**src/logic/emesh_pkg.sv**
```systemverilog
package emesh_pkg;

   // ##############################
   // Packet geometry
   // ##############################
   localparam int PW      = 104;                 // Full mesh packet
   localparam int AW      = 32;                  // Address fields
   localparam int DW      = 32;                  // Data field
   localparam int CTRL_W  = 5;                   // Ctrlmode field
   localparam int DMODE_W = 2;                   // Datamode field

   // ##############################
   // Storage sizes
   // ##############################
   localparam int MEM_DEPTH  = 256;              // Words in the array
   localparam int MEM_AW     = 8;                // Word index bits
   localparam int FIFO_DEPTH = 4;                // Entries per command queue
   localparam int FIFO_AW    = $clog2(FIFO_DEPTH);     // Queue pointer bits
   localparam int FIFO_CW    = $clog2(FIFO_DEPTH + 1); // Queue count bits

   // ##############################
   // Packed structs
   // ##############################

   // Mesh packet, msb first; dstaddr lands on bits 39:8
   typedef struct packed {
      logic [AW-1:0]      srcaddr;               // Return address on reads
      logic [DW-1:0]      data;                  // Write data / read data
      logic [AW-1:0]      dstaddr;               // Target byte address
      logic [CTRL_W-1:0]  ctrlmode;              // Passed through untouched
      logic [DMODE_W-1:0] datamode;              // Size code, word only here
      logic               write;                 // 1 = write, 0 = read
   } emesh_packet_t;

   // Queued write, decoded down to a word index
   typedef struct packed {
      logic [MEM_AW-1:0]  addr;                  // Word index
      logic [DW-1:0]      data;                  // Word to store
      logic [CTRL_W-1:0]  ctrlmode;              // Carried along
      logic [DMODE_W-1:0] datamode;              // Carried along
   } wr_cmd_t;

   // Queued read, keeps what the response needs
   typedef struct packed {
      logic [MEM_AW-1:0]  addr;                  // Word index
      logic [AW-1:0]      retaddr;               // Request srcaddr
      logic [CTRL_W-1:0]  ctrlmode;              // Echoed in response
      logic [DMODE_W-1:0] datamode;              // Echoed in response
   } rd_cmd_t;

endpackage

```
**src/logic/emesh_decode.sv**
```systemverilog
`timescale 1ns/100ps

module emesh_decode (
   input  logic                   clk,
   input  logic                   rst_n,
   // Incoming mesh traffic
   input  logic                   access_in,
   input  emesh_pkg::emesh_packet_t packet_in,
   output logic                   wait_out,
   // Write command queue
   output logic                   wr_valid,
   input  logic                   wr_ready,
   output emesh_pkg::wr_cmd_t     wr_item,
   // Read command queue
   output logic                   rd_valid,
   input  logic                   rd_ready,
   output emesh_pkg::rd_cmd_t     rd_item
);

   logic                     stage_valid;        // Stage holds a packet
   emesh_pkg::emesh_packet_t stage_pkt;          // Staged packet
   logic                     target_ready;       // Queue picked by write bit
   logic                     drain;              // Stage empties this edge
   logic                     accept;             // Handshake on access_in
   logic [emesh_pkg::MEM_AW-1:0] word_idx;       // dstaddr[9:2]

   // ##############################
   // Handshake
   // ##############################
   assign target_ready = stage_pkt.write ? wr_ready : rd_ready;
   assign drain        = stage_valid & target_ready;
   assign wait_out     = stage_valid & ~target_ready; // Full and blocked
   assign accept       = access_in & ~wait_out;

   always_ff @(posedge clk or negedge rst_n) begin
      if (!rst_n) begin
         stage_valid <= 1'b0;
      end else if (accept) begin
         stage_valid <= 1'b1;                    // Refill, maybe while draining
      end else if (drain) begin
         stage_valid <= 1'b0;
      end
   end

   always_ff @(posedge clk) begin
      if (accept) begin
         stage_pkt <= packet_in;                 // Kind rides in the write bit
      end
   end

   // ##############################
   // Command build
   // ##############################
   assign word_idx = stage_pkt.dstaddr[emesh_pkg::MEM_AW+1:2]; // Byte to word

   assign wr_valid         = stage_valid & stage_pkt.write;
   assign wr_item.addr     = word_idx;
   assign wr_item.data     = stage_pkt.data;
   assign wr_item.ctrlmode = stage_pkt.ctrlmode;
   assign wr_item.datamode = stage_pkt.datamode;

   assign rd_valid         = stage_valid & ~stage_pkt.write;
   assign rd_item.addr     = word_idx;
   assign rd_item.retaddr  = stage_pkt.srcaddr;  // Response goes back here
   assign rd_item.ctrlmode = stage_pkt.ctrlmode;
   assign rd_item.datamode = stage_pkt.datamode;

endmodule

```
**config.mk**
```make
export PLATFORM = sky130hd
export DESIGN_NAME = emesh_decode
export DESIGN_NICKNAME = d
export VERILOG_FILES = /design/src/logic/emesh_pkg.sv /design/src/logic/emesh_decode.sv
export SDC_FILE = /design/constraint.sdc
export NUM_CORES = 1
export LEC_CHECK = 0
export BUFFER_PORTS_ARGS = -buffer_cell sky130_fd_sc_hd__buf_2
export CORE_ASPECT_RATIO = 1.5
export CORE_UTILIZATION = 35
export DETAILED_ROUTE_END_ITERATION = 8
export GPL_TIMING_DRIVEN = 0
export MAX_ROUTING_LAYER = met4
export PLACE_DENSITY_LB_ADDON = 0.08
export SLEW_MARGIN = 20
export SYNTH_ARGS = -nofsm -noshare
export SYNTH_HDL_FRONTEND = slang
export SYNTH_SLANG_ARGS = --single-unit
```
**constraint.sdc**
```tcl
create_clock -name clk -period 12.9 [get_ports clk]
set_input_delay 2.58 -clock clk [delete_from_list [all_inputs] [get_ports clk]]
set_output_delay 2.58 -clock clk [all_outputs]
set_load 0.005 [all_outputs]
```
Word level (Yosys, flattened, before mapping). Cells that the tools add are included.

Register bits after elaboration: 83. Input bits: 109. Output and inout bits: 97. Word-level logic and storage cells: 19.

Mux-type cells: 3. Bitwise logic cells: 8. Reductions and logical operators: 1.

Operators with widths (number): 1-bit bitwise AND (5); 1-bit 2-to-1 mux (3); 1-bit inverter (3); 2-bit nonzero test (1).

Depth between registers and ports, before layout.
Depth after elaboration: 6. Gate-level depth with buffers: 2. Depth with buffers taken out: 2.

Least setup slack after synthesis. Ideal clock, no wire load.

Path type: input to register. Start: input port wr_ready. End: register stage_pkt, in the netlist rd_item[0], enable pin. Setup time: 0.539 ns. Data arrival time: 6.475 ns. Required time: 12.361 ns. Path slack: 5.886 ns. Stages: 2. Buffers on the path: 0. Cell sequence: mux2i_1 > a21boi_1.

Word-level cells in the longest chain between the ends: 5.

RTL lines: start, declared (line emesh_decode.sv:12) `input logic wr_ready,`; 1-bit 2-to-1 mux (line emesh_decode.sv:30) `assign target_ready = stage_pkt.write ? wr_ready : rd_ready;`; 1-bit inverter (line emesh_decode.sv:32) `assign wait_out = stage_valid & ~target_ready;`; 1-bit bitwise AND (line emesh_decode.sv:32); 1-bit inverter (line emesh_decode.sv:33) `assign accept = access_in & ~wait_out;`; 1-bit bitwise AND (line emesh_decode.sv:33); named net accept (line emesh_decode.sv:24) `logic accept;`; end signal, assigned (line emesh_decode.sv:47) `stage_pkt <= packet_in;`; end, declared (line emesh_decode.sv:21) `emesh_pkg::emesh_packet_t stage_pkt;`.

The timed path passes the listed nets, and every way through them passes these cells. A chain may end at the register's enable or synchronous reset.

Final worst setup path.
Start: input port wr_ready. End: output port wait_out.

Word-level cells in the longest chain between the ends: 3.

RTL lines: 1-bit 2-to-1 mux (line emesh_decode.sv:30); 1-bit inverter (line emesh_decode.sv:32); 1-bit bitwise AND (line emesh_decode.sv:32); end, declared (line emesh_decode.sv:9) `output logic wait_out,`.

No other way between the ends.

==> impl_metrics.prom <==
# TYPE chip_impl_metric gauge
chip_impl_metric{name="ctsHoldBuffers",unit=""} 0
chip_impl_metric{name="register_area",unit="µm²"} 2430
chip_impl_metric{name="synthDistinctLibCells",unit=""} 9
chip_impl_info{name="status",value="finished, final reports clean"} 1
chip_impl_metric{name="placement.setup.worst_slack",unit="ns"} 7.01
chip_impl_metric{name="final_antenna_net_count",unit=""} 0
chip_impl_metric{name="powerDensity",unit="nW/µm²"} 139
chip_impl_metric{name="slew-limit-headroom",unit="%"} 72.5
chip_impl_metric{name="track_usage",unit="%"} 12.1
chip_impl_info{name="timing.critical_path.slowest_stage_cell",value="sky130_fd_sc_hd__mux2i_1"} 1
chip_impl_metric{name="place.detailed.hpwl",unit="mm"} 4.30
chip_impl_metric{name="critical_path_peak_fanout",unit=""} 3
chip_impl_metric{name="nets",unit=""} 486
chip_impl_metric{name="synth_cells",unit=""} 181
chip_impl_info{name="timing.critical_path.to_type",value="output pin"} 1
chip_impl_metric{name="synthesis.area",unit="µm²"} 3180
chip_impl_info{name="reg2reg_from",value="stage_pkt[0]"} 1
chip_impl_metric{name="postSynthRegisterBits",unit=""} 81
chip_impl_metric{name="number_of_buffers_created_by_cts",unit=""} 9
chip_impl_info{name="path_common_cell",value="sky130_fd_sc_hd__buf_2"} 1
chip_impl_metric{name="post_cts_resize_count",unit=""} 0
chip_impl_metric{name="finalPower",unit="W"} 0.000647
chip_impl_info{name="worstSetupStartpoint",value="wr_ready"} 1
chip_impl_metric{name="drtIter0Drc",unit=""} 43
chip_impl_metric{name="numPortBuffers",unit=""} 181
chip_impl_metric{name="place.gp.congestion",unit=""} 0.684
chip_impl_info{name="cts_root_buffer",value="sky130_fd_sc_hd__clkbuf_16"} 1
chip_impl_metric{name="routed_wl",unit="mm"} 5.60
chip_impl_metric{name="place.detailed.instances",unit=""} 476
chip_impl_metric{name="floorplan.die.width",unit="µm"} 79.8
chip_impl_metric{name="layout.cell_area.non_filler",unit="µm²"} 4660
chip_impl_info{name="timing.setup.critical_path_class",value="input pin to output pin"} 1
chip_impl_info{name="rsz0062_at_grt",value="false"} 1
chip_impl_metric{name="wl_per_cell",unit="µm"} 11.4
chip_impl_info{name="path_category_of_the_worst_min_delay_check",value="register to register"} 1
chip_impl_metric{name="multi_input_logic_area",unit="µm²"} 58.8
chip_impl_metric{name="crit_path_max_incr_delay",unit="ns"} 0.34
chip_impl_metric{name="yosys.area.top_type_share",unit="%"} 75.5
chip_impl_metric{name="critPathArrivalTime",unit="ns"} 3.30
chip_impl_metric{name="power_leakage",unit="nW"} 2.17
chip_impl_metric{name="drt_pre_antenna_iters",unit=""} 3
chip_impl_metric{name="placed_area",unit="µm²"} 4350
chip_impl_metric{name="asyncSetResetFlopFracSynth",unit="%"} 1.23
chip_impl_metric{name="clock-skew-final",unit="ns"} 0.00688
chip_impl_metric{name="worst_setup_hold_path_clk_slew",unit="ns"} 0.06
chip_impl_metric{name="wire_length_of_the_first_global_routing_pass",unit="mm"} 8.02
chip_impl_metric{name="num_antenna_cells",unit=""} 0
chip_impl_metric{name="final-setup-viol-count",unit=""} 0
chip_impl_metric{name="drc_errors",unit=""} 0
chip_impl_info{name="synth_flop_cell",value="sky130_fd_sc_hd__edfxtp_1"} 1
chip_impl_info{name="timing.critical_path.cells",value="buf_2 > mux2i_1 > and2_1 > buf_2"} 1
chip_impl_metric{name="initial_core_utilization",unit="%"} 36.0
chip_impl_metric{name="worstPathRequired",unit="ns"} 10.32
chip_impl_metric{name="yosysWarnings",unit=""} 0
chip_impl_info{name="synthDominantAreaCellType",value="sky130_fd_sc_hd__edfxtp_1"} 1
chip_impl_metric{name="io_pins",unit=""} 206
chip_impl_info{name="cts_tree",value="yes"} 1
chip_impl_metric{name="die-height",unit="µm"} 119
chip_impl_info{name="synth.top_cells.by_count",value="94 x sky130_fd_sc_hd__buf_4, 80 x sky130_fd_sc_hd__edfxtp_1"} 1
chip_impl_info{name="cell_types_occupying_the_most_area_after_synthesis",value="sky130_fd_sc_hd__edfxtp_1 76%, sky130_fd_sc_hd__buf_4 22%, sky130_fd_sc_hd__dfrtp_1 0.79%"} 1
chip_impl_metric{name="stdcell_count",unit=""} 492
chip_impl_metric{name="finalWorstSetupSlack",unit="ns"} 7.02
chip_impl_metric{name="globalRouteOverflowTotal",unit=""} 0
chip_impl_metric{name="timing.fmax",unit="MHz"} 170
chip_impl_metric{name="clock_path_buffers",unit=""} 2
chip_impl_metric{name="syn_avg_cell_area",unit="µm²"} 17.6
chip_impl_metric{name="net_count_synth",unit=""} 290
chip_impl_metric{name="htree_num_levels",unit=""} 3
chip_impl_metric{name="rows",unit=""} 42
chip_impl_info{name="critical_path.startpoint_type",value="input pin"} 1
chip_impl_metric{name="dr_total_vias",unit=""} 1900
chip_impl_metric{name="grt_max_degree",unit=""} 25
chip_impl_metric{name="layout_worst_path_cycle_share",unit="%"} 45.6
chip_impl_metric{name="clkLatencyLatePin",unit="ns"} 0.33
chip_impl_metric{name="drive_above_1_share",unit="%"} 77.5
chip_impl_metric{name="floorplan_core_area",unit="µm²"} 8830
chip_impl_metric{name="least_margin_pin_slew",unit="ns"} 0.401
chip_impl_info{name="hold_path.startpoint",value="stage_valid"} 1
chip_impl_metric{name="synth_sequential_area_ratio",unit="%"} 76.3
chip_impl_metric{name="synth-edff-count",unit=""} 80
chip_impl_metric{name="die_area",unit="µm²"} 9480
chip_impl_metric{name="area.growth.synth_to_final",unit="%"} 46.4
chip_impl_metric{name="first_global_vias",unit=""} 1739
chip_impl_metric{name="clkSinkCount",unit=""} 81
chip_impl_metric{name="maxSlewViolCount",unit=""} 0
chip_impl_metric{name="timing_hold_violations_final",unit=""} 0
chip_impl_metric{name="final_period_minus_worst_setup_slack",unit="ns"} 5.88
chip_impl_metric{name="routed_via_density",unit=""} 3.86
chip_impl_info{name="synthMostInstantiatedCell",value="sky130_fd_sc_hd__buf_4"} 1
chip_impl_metric{name="maxCapViolations",unit=""} 0
chip_impl_metric{name="antenna_found_initial",unit=""} 0
chip_impl_metric{name="fillers",unit=""} 804
chip_impl_metric{name="worst_ir_drop_vdd",unit="mV"} 0.0819
chip_impl_metric{name="post_cts_setup_bufs",unit=""} 0
chip_impl_metric{name="fin_setup_tns",unit="ns"} 0
## sequential cells by signal, summed over array words and instances, names as in the netlist
| name | cells |
|---|---|
| stage_pkt | 1 |
| wr_item | 32 |
| rd_item | 47 |
| stage_valid | 1 |
## report_power, final
part | switching, W | internal [W]
clock network | 0.0000957 | 0.000167
registers | 0.00000486 | 0.000309
logic | 0.0000245 | 0.0000456
## layout by cell type (no fill, tap or decap), types with 2 or more instances in the layout
cell type	instances
sky130_fd_sc_hd__edfxtp_1	80
sky130_fd_sc_hd__clkinv_2	2
sky130_fd_sc_hd__buf_4	94
sky130_fd_sc_hd__bufinv_16	2
sky130_fd_sc_hd__clkbuf_16	9
sky130_fd_sc_hd__clkinv_1	2
sky130_fd_sc_hd__buf_16	4
sky130_fd_sc_hd__buf_2	181
## worst max-delay path: cells and delay by family
| family | cells | cell delay, ns |
|---|---|---|
| mux | 1 | 0.34 |
| buf+inv | 2 | 0.20 |
| simple gates | 1 | 0.18 |
## stage by stage
| step | hold WS [ns] | util (%) |
|---|---|---|
| 6_report | 0.609 | 52.7 |
| 2_1_floorplan | 0.493 | - |
| 5_1_grt | 0.631 | 52.7 |
| 3_3_place_gp | 0.525 | 47.8 |
| 4_1_cts | 0.607 | 52.7 |
| 3_5_place_dp | 0.593 | 49.2 |
## per-layer routing
| metal | wire (µm) | share of wire (%) | global-route usage (%) |
|---|---|---|---|
| met2 | 3000 | 54 | 20.4 |
| met4 | 186 | 3.3 | 9.15 |
| met5 | 0 | 0 | - |
| met3 | 475 | 8.5 | 2.93 |
| met1 | 1940 | 35 | 11.6 |
## layout make-up
type                       count  area share, %
tap                          110           2.96
clock buffer                   9           4.84
sequential                    81           52.1
timing repair buffer         185           21.8
buffer                        94           15.2
multi-input combinational      6           1.26
clock inverter                 7           1.83
## cell families (layout without fill, tap and decap cells)
family / Yosys count / count (layout) / share of synthesized area [%]
AOI/OAI and AO/OA: 2 / 2 / 0.472
buffers and inverters: 94 / 295 / 22.2
DFF: 81 / 81 / 76.3
muxes: 1 / 1 / 0.315
and+or+nand+nor: 3 / 3 / 0.708
## worst paths after layout
kind                          endpoint  slack (ns)  depth (start not counted)
max in group asynchronous  stage_valid       10.81                          1
max                           wait_out        7.02                          4
max reg2reg                rd_item[25]       11.14                          4
min                        stage_valid        0.61                          1
min reg2reg                stage_valid        0.61                          1
min in group asynchronous  stage_valid        2.01                          1
No activity file was read; power rests on OpenSTA's default activity.
