$ cat src/logic/emesh_pkg.sv
package emesh_pkg;

   // ##############################
   // Packet geometry
   // ##############################
   localparam int PW      = 104;                 // Full mesh packet
   localparam int AW      = 32;                  // Address fields
   localparam int DW      = 32;                  // Data field
   localparam int CTRL_W  = 5;                   // Ctrlmode field
   localparam int DMODE_W = 2;                   // Datamode field

   // ##############################
   // Storage sizes
   // ##############################
   localparam int MEM_DEPTH  = 256;              // Words in the array
   localparam int MEM_AW     = 8;                // Word index bits
   localparam int FIFO_DEPTH = 4;                // Entries per command queue
   localparam int FIFO_AW    = $clog2(FIFO_DEPTH);     // Queue pointer bits
   localparam int FIFO_CW    = $clog2(FIFO_DEPTH + 1); // Queue count bits

   // ##############################
   // Packed structs
   // ##############################

   // Mesh packet, msb first; dstaddr lands on bits 39:8
   typedef struct packed {
      logic [AW-1:0]      srcaddr;               // Return address on reads
      logic [DW-1:0]      data;                  // Write data / read data
      logic [AW-1:0]      dstaddr;               // Target byte address
      logic [CTRL_W-1:0]  ctrlmode;              // Passed through untouched
      logic [DMODE_W-1:0] datamode;              // Size code, word only here
      logic               write;                 // 1 = write, 0 = read
   } emesh_packet_t;

   // Queued write, decoded down to a word index
   typedef struct packed {
      logic [MEM_AW-1:0]  addr;                  // Word index
      logic [DW-1:0]      data;                  // Word to store
      logic [CTRL_W-1:0]  ctrlmode;              // Carried along
      logic [DMODE_W-1:0] datamode;              // Carried along
   } wr_cmd_t;

   // Queued read, keeps what the response needs
   typedef struct packed {
      logic [MEM_AW-1:0]  addr;                  // Word index
      logic [AW-1:0]      retaddr;               // Request srcaddr
      logic [CTRL_W-1:0]  ctrlmode;              // Echoed in response
      logic [DMODE_W-1:0] datamode;              // Echoed in response
   } rd_cmd_t;

endpackage

$ cat src/logic/packet_fifo.sv
`timescale 1ns/100ps

module packet_fifo #(
   parameter type item_t = logic [7:0]           // Queued payload
) (
   input  logic  clk,
   input  logic  rst_n,
   // Producer side
   input  logic  push_valid,
   output logic  push_ready,
   input  item_t push_item,
   // Consumer side
   output logic  pop_valid,
   input  logic  pop_ready,
   output item_t pop_item
);

   item_t entries [emesh_pkg::FIFO_DEPTH];       // Circular storage

   logic [emesh_pkg::FIFO_AW-1:0] wr_ptr;        // Next free slot
   logic [emesh_pkg::FIFO_AW-1:0] rd_ptr;        // Head slot
   logic [emesh_pkg::FIFO_CW-1:0] count;         // Occupancy
   logic                          push_fire;
   logic                          pop_fire;

   // Pointer step with wrap, depth need not be a power of two
   function automatic logic [emesh_pkg::FIFO_AW-1:0] next_ptr(
      input logic [emesh_pkg::FIFO_AW-1:0] ptr
   );
      if (ptr == emesh_pkg::FIFO_AW'(emesh_pkg::FIFO_DEPTH - 1)) begin
         return '0;
      end
      return ptr + emesh_pkg::FIFO_AW'(1);
   endfunction

   // ##############################
   // Status and show-ahead head
   // ##############################
   assign push_ready = (count != emesh_pkg::FIFO_CW'(emesh_pkg::FIFO_DEPTH)); // Not full
   assign pop_valid  = (count != '0);            // Something at the head
   assign pop_item   = entries[rd_ptr];          // Head shown ahead

   assign push_fire = push_valid & push_ready;
   assign pop_fire  = pop_valid & pop_ready;

   // ##############################
   // Pointers and count
   // ##############################
   always_ff @(posedge clk or negedge rst_n) begin
      if (!rst_n) begin
         wr_ptr <= '0;
         rd_ptr <= '0;
         count  <= '0;
      end else begin
         if (push_fire) begin
            wr_ptr <= next_ptr(wr_ptr);
         end
         if (pop_fire) begin
            rd_ptr <= next_ptr(rd_ptr);
         end
         case ({push_fire, pop_fire})
            2'b10:   count <= count + emesh_pkg::FIFO_CW'(1); // Push only
            2'b01:   count <= count - emesh_pkg::FIFO_CW'(1); // Pop only
            default: count <= count;             // Idle or both
         endcase
      end
   end

   // Payload storage
   always_ff @(posedge clk) begin
      if (push_fire) begin
         entries[wr_ptr] <= push_item;
      end
   end

endmodule

$ cat config.mk
export PLATFORM = sky130hd
export DESIGN_NAME = packet_fifo
export DESIGN_NICKNAME = d
export VERILOG_FILES = /design/src/logic/emesh_pkg.sv /design/src/logic/packet_fifo.sv
export SDC_FILE = /design/constraint.sdc
export NUM_CORES = 1
export LEC_CHECK = 0
export ABC_AREA = 1
export BUFFER_PORTS_ARGS = -buffer_cell sky130_fd_sc_hd__clkbuf_2
export CAP_MARGIN = 10
export CORE_ASPECT_RATIO = 1.1
export CORE_MARGIN = 4
export CORE_UTILIZATION = 50
export DETAILED_ROUTE_END_ITERATION = 7
export HOLD_SLACK_MARGIN = 0.03
export PLACE_DENSITY = 0.81
export SLEW_MARGIN = 20
export SYNTH_ARGS = -nofsm -noshare
export SYNTH_HDL_FRONTEND = slang
export SYNTH_SLANG_ARGS = --single-unit
$ cat constraint.sdc
create_clock -name clk -period 2.25 [get_ports clk]
set_input_delay 0.225 -clock clk [delete_from_list [all_inputs] [get_ports clk]]
set_output_delay 0.225 -clock clk [all_outputs]
set_load 0.005 [all_outputs]
# [Word-level counts from Yosys, hierarchy flattened]
# Memory sizes are Yosys's and may differ from the RTL's.
# Index checks and enable logic that the tools add are counted.
[word_totals] ff_bits=7 ram_bits=32 inputBits=12 word_cells=28 mem_count=1
[op_classes] addsub=4 n_eq_ne=5 muxes=11 bitwise_logic=2 n_reduce_logical=2
[mem_list] memory="entries" words=4 word_bits=8 rd=1 rd_ports_with_merged_regs=0 wr=1 line_no="packet_fifo.sv:18" text="item_t entries [emesh_pkg::FIFO_DEPTH];"
[op_table] op="$mux W2" count=4
[op_table] op="$eq A2 B2 Y1 const B" count=3
[op_table] op="$mux W1" count=6
[op_table] op="$pmux W3 S2" count=1
[op_table] op="$add A2 B1 Y2 const B" count=2
[op_table] op="$add A3 B1 Y3 const B" count=1
[op_table] op="$ne A3 B3 Y1 const B" count=1
[op_table] op="$reduce_bool A3 Y1" count=1
[op_table] op="$sub A3 B1 Y3 const B" count=1
[op_table] op="$and A1 B1 Y1" count=2
[op_table] op="$eq A2 B1 Y1 const B" count=1
[op_table] op="$reduce_bool A2 Y1" count=1

# [Logic depth before layout (Yosys ltp)]
# Gate-level depths: netlist of run 1.
[depth] depth_word=4 depth_mapped=12

# [Worst setup path before layout of run 1]
# No wires, ideal clock.
[synth_timing] path_type="register to register" startpoint="register count[1] (netlist bit)" endpoint="register count[2] (netlist bit)" setup_time_ps=117 t_arrival_ps=1538 setup_slack_ps=595 stages_incl_launch_ff=11 path_buffers=0 synth_period_minus_slack_ps=1655 path_cell_list="dfrtp_1 -> inv_1 -> nand3_4 -> nand2_4 -> ha_1 -> inv_1 -> fa_1 -> nand2_1 -> nand3_1 -> nand2_1 -> nand2_1"
[synth_via] elab_chain_len=4 word_cells_on_any_way=10 classes_between="add/sub: 2; eq/ne: 3; mux: 1; bitwise: 2; reduce/logical: 2"
[synth_lines] item="start, declared" line_no="packet_fifo.sv:22" text="logic [emesh_pkg::FIFO_CW-1:0] count;"
[synth_lines] item="start signal, assigned" line_no="packet_fifo.sv:62" text="2'b10: count <= count + emesh_pkg::FIFO_CW'(1);"
[synth_lines] item="start signal, assigned" line_no="packet_fifo.sv:63" text="2'b01: count <= count - emesh_pkg::FIFO_CW'(1);"
[synth_lines] item="start signal, assigned" line_no="packet_fifo.sv:64" text="default: count <= count;"
[synth_lines] item="$ne A3 B3 Y1 *" line_no="packet_fifo.sv:39" text="assign push_ready = (count != emesh_pkg::FIFO_CW'(emesh_pkg::FIFO_DEPTH));"
[synth_lines] item="named net push_ready" line_no="packet_fifo.sv:10" text="output logic push_ready,"
[synth_lines] item="$and A1 B1 Y1 *" line_no="packet_fifo.sv:43" text="assign push_fire = push_valid & push_ready;"
[synth_lines] item="$eq A2 B1 Y1 or $eq A2 B2 Y1 (tied branches)" line_no="packet_fifo.sv:61" text="case ({push_fire, pop_fire})"
[synth_lines] item="$pmux W3 S2 or $reduce_bool A2 Y1 (tied branches)"
# The timed path passes the listed nets; every way through them passes the cells marked *.
# A chain may end at the register's enable or synchronous reset.

==> results of run 1 <==
-- cells in the final DEF, fill, tap and decap left out --
cell type	Yosys	routed
nand2_1	37	37
edfxtp_1	32	32
inv_1	29	29
clkbuf_2	0	21
o211ai_1	15	15
dfrtp_1	7	7
nor2_1	6	6
ha_1	6	6
buf_4	0	6
nand3_1	5	5
clkbuf_4	0	5
clkinvlp_4	0	2
inv_2	1	1
o211ai_2	1	1
nand3_2	1	1
nand2_2	1	1
nand3_4	1	1
nand2_4	1	1
o21ai_0	1	1
xnor2_1	1	1
nand4_1	1	1
fa_1	1	1
clkinv_2	0	1
dlygate4sd3_1	0	1
-- where the power goes --
group	switching, µW	internal, µW
clock network	227	119
registers	105	968
logic	551	381
-- registers in the layout (all words and copies together), names as in the netlist --
signal / count
wr_ptr: 2
rd_ptr: 2
entries: 32
count: 3
-- final cells by class --
cell class,count,share of cell area
clock buffer,5,0.0188
clock inverter,3,0.0100
inverter,30,0.0564
multi-input combinational,78,0.236
sequential,39,0.569
tap,48,0.0301
timing repair buffer,28,0.0802
-- worst register-to-register path: stages, from the launching register on --
cell     delay [ns]
dfrtp_1        0.40
inv_1          0.16
nand3_4        0.12
nand2_4        0.11
ha_1           0.17
inv_1          0.06
fa_1           0.39
nand2_1        0.11
nand3_1        0.08
nand2_1        0.06
nand2_1        0.04
-- logic make-up (layout without fill, tap and decap cells) --
| logic type | after synthesis | in the layout | synth area share |
|---|---|---|---|
| buffers and inverters | 35 | 66 | 0.0951 |
| DFF | 39 | 39 | 0.639 |
| AOI/OAI and AO/OA | 17 | 17 | 0.0732 |
| adders and majority gates | 7 | 7 | 0.0535 |
| xor gates and xnor gates | 1 | 1 | 0.00493 |
| and+or+nand+nor | 53 | 53 | 0.134 |
-- through the flow --
stage               hold slack [ns]  cells   util
floorplan                   -0.0706    152      -
global placement             0.0699    222  0.570
detailed placement           0.0734    222  0.570
CTS                          0.0774    231  0.590
global route                 0.0741    231  0.590
finish                       0.0922    231  0.590
-- routing by layer --
metal / track usage / share of wire / vias up
met5: 0 / 0 / -
met4: 0.0704 / 0.028 / 0
met3: 0.0498 / 0.049 / 10
met2: 0.242 / 0.54 / 30
met1: 0.142 / 0.38 / 548
li1: - / - / 562
-- how the worst min path moves through the flow --
| stage | from | end | slack (ns) |
|---|---|---|---|
| finish | push_item[5] | entries[0][5] | 0.09 |
| global route | push_item[3] | entries[1][3] | 0.07 |
| CTS | push_item[6] | entries[1][6] | 0.08 |
| detailed placement | rst_n | wr_ptr[0] | 0.07 |
| global placement | rst_n | wr_ptr[0] | 0.07 |
| floorplan | rst_n | count[0] | -0.07 |
-- repair_timing --
| item | 4_1_cts | 5_1_grt |
|---|---|---|
| resized for setup | 0 | 0 |
| hold buffers | 1 | 0 |
| hold endpoints to repair | 7 | 0 |
==> out/results.tsv, run 1 <==
metric	value	unit
status	finished clean	
Hold Crit Class	primary input to register	
Post-Syn Instances	152	
DR DRC count	0	
storage element area	0.00114	mm²
share of cells above drive strength 1	0.224	
total CTS buffers	5	
synthesized net count	171	
CP Data Arrival Time	1.58	ns
Antenna diodes	0	
end of the worst register-to-register path	count[2]	
Data required, critical path	2.03	ns
Tcrit/Tclk final	0.803	
final setup fails	0	
Max stage delay cell, worst path	dfrtp_1	
PnR worst setup slack	0.443	ns
worst path cell trace	inv_1 > o211ai_1 > nand2_1 > clkbuf_2	
synth unique cells	19	
Final Hold Viols	0	
R2R cell count	10	
crit-path max FO	11	
Synth Flop Type	edfxtp_1	
first-pass GRT wire length	4.71	mm
Routed WL	2.82	mm
Ys Warns	0	
crit path time final	1.81	ns
P per Cell Area	1180	mW/mm²
most frequent cells after synthesis	nand2_1, edfxtp_1, inv_1	
vias in the first global route	1103	
pre-CTS setup slack	0.476	ns
Overall Global Routing Usage	0.138	
register area share after synthesis	0.639	
antenna viol nets, final	0	
RSZ-0062 raised after global routing	false	
# port buffers	21	
router iterations before antenna repair	4	
setup repair bufs after CTS	0	
final net count	201	
First DRT Iteration DRCs	36	
crit path from	rd_ptr[1]	
Multi-input gate area	472	µm²
max-slew violations	0	
FF-to-FF Start	count[1]	
antenna violations before repair	0	
Async SR Flop Fraction	0.179	
CP endpoint kind	output pin	
Core ar.	0.00339	mm²
root buf cell	clkbuf_4	
buffer and inverter count on the worst path	2	
ranking of synthesized cells by area	edfxtp_1, dfrtp_1, nand2_1	
Slew headroom	0.716	
setup TNS	0	ns
Die Height	70.5	µm
GRT overflow	0	
max-cap check violation count	0	
VDD IR max	804	µV
P&R area growth vs syn	12.5	%
num rows	22	
Fmax	553	MHz
total power	2350	µW
Crit path depth	4	
die area	0.00457	mm²
clock buffer depth	2	
Avg Cell Area, Syn	11.7	µm²
Leak Pwr	0.000882	µW
I/O pins	22	
wire length per cell	12.2	µm
# fillers	269	
Initial Util	0.525	
Yosys reg bits	39	
synthesized area	0.00178	mm²
Worst Setup EP	pop_item[2]	
HPWL after DPL	2.03	mm
crit path kind	register to output pin	
CP top delay family	flip-flops	
clk_lat worst skew	0.34	ns
fin area	0.00200	mm²
Setup crit start kind	register	
worst slew pin tran	0.425	ns
# clock sinks	39	
R2R setup slack	0.46	ns
number of synthesized flops with an enable pin	32	
max incr delay on CP	0.62	ns
GP Congestion	0.793	
Worst-path clk slew	0.12	ns
Synth area leader	edfxtp_1	
die width	64.8	µm
pin count of the biggest net entering global routing	20	
Hold Path Stages	1	
vias per std cell	4.98	
H-Tree Depth	2	
Synth top area share	0.541	
Post-Route Skew	0.00897	ns
most frequent cell after synthesis	nand2_1	
CTS tree	done	
via count	1150	
Placement Cell Area	0.00193	mm²
Note: power is estimated with default switching activity, not from simulation.
==> run 2, diff against run 1 <==
- ABC_AREA: 1 -> 0
- PLACE_DENSITY: 0.81 -> 0.85
- clock period: 2.25 -> 1.6 ns (I/O delays scaled with it)
==> run 2 against run 1 <==
The run now ends with setup timing left. Sequential power up 43%. Clock skew down 0.00091 ns. Hold slack worse by 0.050 ns. First-iteration DRC count up 11%. Routed wire length up 2.8%. Setup slack worse by 0.83 ns. Largest power group unchanged. Via count down 24%. Sequential share of layout area down 1.5 points. Highest routed layer unchanged. Die area down 8.4%. Design area up 2.7%.
==> out/results.tsv, run 2 <==
metric	value	unit	change
status	complete, but fails checks		was finished clean
violated checks	setup timing		
synthesized area	0.00161	mm²	was 0.00178 mm²
Antenna diodes	0		unchanged
First DRT Iteration DRCs	40		was 36
register area share after synthesis	0.707		was 0.639
CTS tree	done		unchanged
Post-Route Skew	0.00807	ns	was 0.00897 ns
P&R area growth vs syn	27.6	%	was 12.5%
GP Congestion	0.702		was 0.793
GRT overflow	0		unchanged
Slew headroom	0.716		about the same
HPWL after DPL	1.92	mm	was 2.03 mm
storage element area	0.00114	mm²	unchanged
met2 WL post-DR	1.52	mm	was 1.53 mm
first-pass GRT wire length	4.53	mm	was 4.71 mm
PnR worst setup slack	-0.390	ns	was 0.443 ns
Overall Global Routing Usage	0.161		was 0.138
Final Hold Viols	0		unchanged
router iterations before antenna repair	4		unchanged
P per Cell Area	1750	mW/mm²	was 1180 mW/mm²
most common cell after layout, fill and taps aside	edfxtp_1		was nand2_1
vias per std cell	5.30		was 4.98
Post-Syn Instances	82		was 152
root buf cell	clkbuf_4		unchanged
# port buffers	21		unchanged
synth unique cells	19		unchanged
Largest register FFs	32		unchanged
RSZ-0062 raised after global routing	true		was false
crit-path max FO	3		was 11
worst slew pin tran	0.427	ns	was 0.425 ns
max-cap check violation count	0		unchanged
Max stage delay cell, worst path	dfrtp_1		unchanged
Die Height	67.5	µm	was 70.5 µm
vias in the first global route	913		was 1103
Avg Cell Area, Syn	19.6	µm²	was 11.7 µm²
die width	62.1	µm	was 64.8 µm
final design utilization	0.667		was 0.590
met3 wire len	160	µm	was 137 µm
antenna viol nets, final	0		unchanged
most frequent cells in the layout	edfxtp_1, clkbuf_2, mux4_2, dlygate4sd3_1		was nand2_1, edfxtp_1, inv_1
Core ar.	0.00307	mm²	was 0.00339 mm²
non-filler cells, final	164		was 231
Multi-input gate area	465	µm²	was 472 µm²
Ys Warns	0		unchanged
Leak Pwr	0.000831	µW	was 0.000882 µW
crit path kind	register to register		was register to output pin
Largest regs	entries x32, count x3		unchanged
Worst-path clk slew	0.12	ns	about the same
antenna violations before repair	0		unchanged
clock buffer depth	2		unchanged
most frequent cells after synthesis	edfxtp_1, mux4_2, dfrtp_1, inv_1, ha_1		was nand2_1, edfxtp_1, inv_1
Data required, critical path	1.88	ns	was 2.03 ns
I/O pins	22		unchanged
max-slew violations	0		unchanged
Synth area leader	edfxtp_1		unchanged
Async SR Flop Fraction	0.179		unchanged
# clock sinks	39		unchanged
final setup fails	44		was 0
number of synthesized flops with an enable pin	32		unchanged
num rows	21		was 22
most frequent cell after synthesis	edfxtp_1		was nand2_1
Yosys reg bits	39		unchanged
wire length per cell	17.7	µm	was 12.2 µm
placed instance count	143		was 222
pin count of the biggest net entering global routing	13		was 20
Hold Crit Class	primary input to register		unchanged
Setup crit start kind	register		unchanged
CP Data Arrival Time	2.27	ns	was 1.58 ns
share of cells above drive strength 1	0.508		was 0.224
VDD IR max	1140	µV	was 804 µV
Fmax	503	MHz	
via count	870		was 1150
buffer and inverter count on the worst path	2		unchanged
Most flops, register	entries		unchanged
H-Tree Depth	2		unchanged
worst path cell trace	or3b_4 > and2_4 > inv_2 > ha_4 > inv_2 > fa_2 > xor2_1 > nor2_1 > xor2_1		was inv_1 > o211ai_1 > nand2_1 > clkbuf_2
final net count	148		was 201
Routed WL	2.90	mm	was 2.82 mm
met1 WL	1.18	mm	was 1.07 mm
total CTS buffers	5		unchanged
DR DRC count	0		unchanged
ranking of synthesized cells by area	edfxtp_1, mux4_2, dfrtp_1		was edfxtp_1, dfrtp_1, nand2_1
CP endpoint kind	register		was output pin
Initial Util	0.523		was 0.525
Synth Flop Type	edfxtp_1		unchanged
# fillers	209		was 269
synthesized net count	101		was 171
die area	0.00419	mm²	was 0.00457 mm²
clk_lat worst skew	0.35	ns	was 0.34 ns
CP top delay family	simple AND/OR/NAND/NOR gates		was flip-flops
top layer in use	met4		unchanged
Synth top area share	0.598		was 0.541
crit path time final	1.99	ns	
Tcrit/Tclk final	1.24		
max incr delay on CP	0.41	ns	was 0.62 ns
## run 2: routing by layer
| metal | vias up | GRT usage |
|---|---|---|
| li1 | 409 | - |
| met2 | 20 | 0.266 |
| met1 | 436 | 0.191 |
| met5 | - | 0 |
| met3 | 5 | 0.0631 |
| met4 | 0 | 0.0477 |
## run 2: worst paths after layout
path | startpoint | end | slack [ns] | cells after the start
worst max-delay path | count[1] | count[2] | -0.39 | 9
worst min-delay path | push_item[5] | entries[2][5] | 0.04 | 1
worst max register to register | count[1] | count[2] | -0.39 | 9
worst min register to register | count[2] | count[2] | 0.60 | 2
max in group asynchronous | rst_n | count[1] | 1.26 | 2
min in group asynchronous | rst_n | count[2] | 0.17 | 2
## run 2: final cells by class
type / count / area share
tap: 34 / 0.0207
clock buffer: 5 / 0.0183
clock inverter: 3 / 0.0189
timing repair buffer: 42 / 0.149
inverter: 7 / 0.0128
sequential: 39 / 0.554
multi-input combinational: 34 / 0.227
## run 2: what timing repair did
item                                   4_1_cts  5_1_grt
pin swaps                                    4        3
setup endpoints to repair                   11       45
hold buffers                                 8        0
endpoints found under the hold margin       33        0
cloned                                       0        0
setup buffers                                5        1
gates resized for setup                      5        3
## run 2: kinds of logic after synthesis
group,count (synthesis),share of synthesized area
xor+xnor,3,0.0163
fa+ha+maj,7,0.0591
buf+inv,9,0.0218
flops,39,0.707
mux,13,0.151
simple gates,11,0.0451
## run 2: through the flow
stage / setup TNS (ns) / hold WS [ns] / power, µW / cell area (µm²) / setup WS (ns)
2_1_floorplan: -0.646 / -0.136 / 2310 / 1630 / -0.368
3_3_place_gp: -0.581 / 0.00415 / 2710 / 1820 / -0.311
3_5_place_dp: -0.749 / 0.00814 / 2800 / 1820 / -0.412
4_1_cts: -8.74 / 0.0327 / 3560 / 2030 / -0.387
5_1_grt: -10.53 / 0.0348 / 3820 / 2050 / -0.480
6_report: -8.15 / 0.0418 / 3590 / 2050 / -0.390
## run 2: where the power goes
part           internal (µW)  total (µW)  leakage [µW]  switching (µW)
logic                    832        1420      0.000413             592
clock network            321         638     0.0000426             316
registers               1370        1530      0.000375             158
==> run 3, diff against run 2 <==
- PLACE_DENSITY: 0.85 -> 0.82
- clock period: 1.6 -> 2.5 ns (I/O delays scaled with it)
==> run 3 against run 2 <==
The run now ends clean. Via count shrank 10%. Maximum frequency shrank 8.6%. Final cell count shrank 12%. Sequential power shrank 33%. Non-clock buffer count shrank 20. Core utilization shrank 8.0 points. Die area is the same. Setup slack gained 0.71 ns. First-iteration DRC count shrank 43%. Register-to-register slack gained 0.71 ns. Routed wire length shrank 11%. Sequential share of layout area grew 7.6 points.
==> out/results.tsv, run 3 (synthesis gave the netlist of run 2 again) <==
metric	value	unit	change
Die Height	67.5	µm	unchanged
H-Tree Depth	2		unchanged
max incr delay on CP	0.44	ns	was 0.41 ns
Hold Crit Class	primary input to register		unchanged
Slew headroom	0.611		was 0.716
Fmax	460	MHz	was 503 MHz
Worst-path clk slew	0.11	ns	was 0.12 ns
vias in the first global route	836		was 913
I/O pins	22		unchanged
Most flops, register	entries		unchanged
die area	0.00419	mm²	unchanged
GP Congestion	0.662		was 0.702
CP Data Arrival Time	2.45	ns	was 2.27 ns
Max stage delay cell, worst path	or3b_4		was dfrtp_1
total power	1960	µW	was 3590 µW
worst hold margin	0.126	ns	was 0.0418 ns
GRT overflow	0		unchanged
First DRT Iteration DRCs	23		was 40
wire length per cell	17.9	µm	was 17.7 µm
CTS tree	done		unchanged
via count	779		was 870
total CTS buffers	5		unchanged
buffer and inverter count on the worst path	2		unchanged
first-pass GRT wire length	4.03	mm	was 4.53 mm
crit-path max FO	6		was 3
CP endpoint kind	register		unchanged
FF-to-FF Start	count[0]		was count[1]
setup repair bufs after CTS	0		was 5
vias per std cell	5.41		was 5.30
VDD IR max	679	µV	was 1140 µV
clk_lat worst skew	0.34	ns	was 0.35 ns
Core ar.	0.00307	mm²	unchanged
setup TNS	0	ns	was -8.15 ns
router iterations before antenna repair	4		unchanged
Routed WL	2.57	mm	was 2.90 mm
final design utilization	0.587		was 0.667
DR DRC count	0		unchanged
crit path time final	2.18	ns	was 1.99 ns
Tcrit/Tclk final	0.870		was 1.24
worst path cell trace	or3b_4 > and2_4 > inv_1 > ha_1 > inv_1 > fa_1 > xor2_1 > nor2_1 > xor2_1		was or3b_4 > and2_4 > inv_2 > ha_4 > inv_2 > fa_2 > xor2_1 > nor2_1 > xor2_1
Largest register FFs	32		unchanged
die width	62.1	µm	unchanged
RSZ-0062 raised after global routing	false		was true
root buf cell	clkbuf_4		unchanged
Largest regs	entries x32, count x3		unchanged
CP top delay family	simple AND/OR/NAND/NOR gates		unchanged
Post-Route Skew	0.00953	ns	was 0.00807 ns
most frequent cells in the layout	edfxtp_1, clkbuf_2, mux4_2		was edfxtp_1, clkbuf_2, mux4_2, dlygate4sd3_1
HPWL after DPL	1.88	mm	was 1.92 mm
status	finished clean		was complete, but fails checks
P&R area growth vs syn	12.3	%	was 27.6%
Setup crit start kind	register		unchanged
most common cell after layout, fill and taps aside	edfxtp_1		unchanged
num rows	21		unchanged
pin count of the biggest net entering global routing	12		was 13
final net count	128		was 148
antenna viol nets, final	0		unchanged
share of cells above drive strength 1	0.409		was 0.508
antenna violations before repair	0		unchanged
crit path kind	register to register		unchanged
max-slew violations	0		unchanged
Leak Pwr	0.000713	µW	was 0.000831 µW
crit path from	count[0]		was count[1]
Initial Util	0.523		unchanged
Final Hold Viols	0		unchanged
P per Cell Area	1080	mW/mm²	was 1750 mW/mm²
# fillers	238		was 209
final setup fails	0		was 44
Antenna diodes	0		unchanged
Hold Crit Start	push_item[4]		was push_item[5]
# port buffers	21		unchanged
worst slew pin tran	0.584	ns	was 0.427 ns
# clock sinks	39		unchanged
clock buffer depth	2		unchanged
Data required, critical path	2.77	ns	was 1.88 ns
Overall Global Routing Usage	0.144		was 0.161
R2R setup slack	0.32	ns	was -0.39 ns
CTS-repair resized insts	0		was 5
max-cap check violation count	0		unchanged
## run 3: routing by layer
metal / up-vias / part of all wire / global-route usage
met4: 0 / 0.022 / 0.0637
met2: 19 / 0.54 / 0.245
met3: 7 / 0.056 / 0.0478
met1: 388 / 0.38 / 0.159
met5: - / 0 / 0
li1: 365 / - / -
## run 3: through the flow
step / std cells / cell area, µm² / setup slack [ns]
6_report: 144 / 1810 / 0.324
5_1_grt: 144 / 1810 / 0.185
4_1_cts: 144 / 1810 / 0.306
3_5_place_dp: 135 / 1750 / 0.314
3_3_place_gp: 135 / 1750 / 0.401
2_1_floorplan: 82 / 1610 / 0.425
## run 3: worst paths after layout
check | endpoint | depth (start not counted)
setup / recovery | count[2] | 9
hold / removal | entries[1][4] | 1
setup reg to reg | count[2] | 9
hold reg to reg | count[2] | 1
max in group asynchronous | rd_ptr[0] | 2
min in group asynchronous | count[1] | 2
## run 3: layout make-up
| class | count | area [µm²] | share of cell area |
|---|---|---|---|
| flip-flops and latches | 39 | 1140 | 0.629 |
| multi-input cells | 34 | 437 | 0.242 |
| repair buffers | 22 | 115 | 0.0638 |
| well taps | 34 | 42.5 | 0.0236 |
| clock buffers | 6 | 41.3 | 0.0229 |
| inverters | 7 | 26.3 | 0.0146 |
| clock inverters | 2 | 7.51 | 0.00416 |
## run 3: report_power, final
part / total [µW] / switching [µW] / internal (µW)
Sequential: 1020 / 141 / 878
Combinational: 643 / 272 / 371
Clock: 294 / 190 / 104
## run 3: repair_timing
action,4_1_cts,5_1_grt
endpoints found under the setup margin,0,0
endpoints found under the hold margin,7,0
hold buffers,1,0
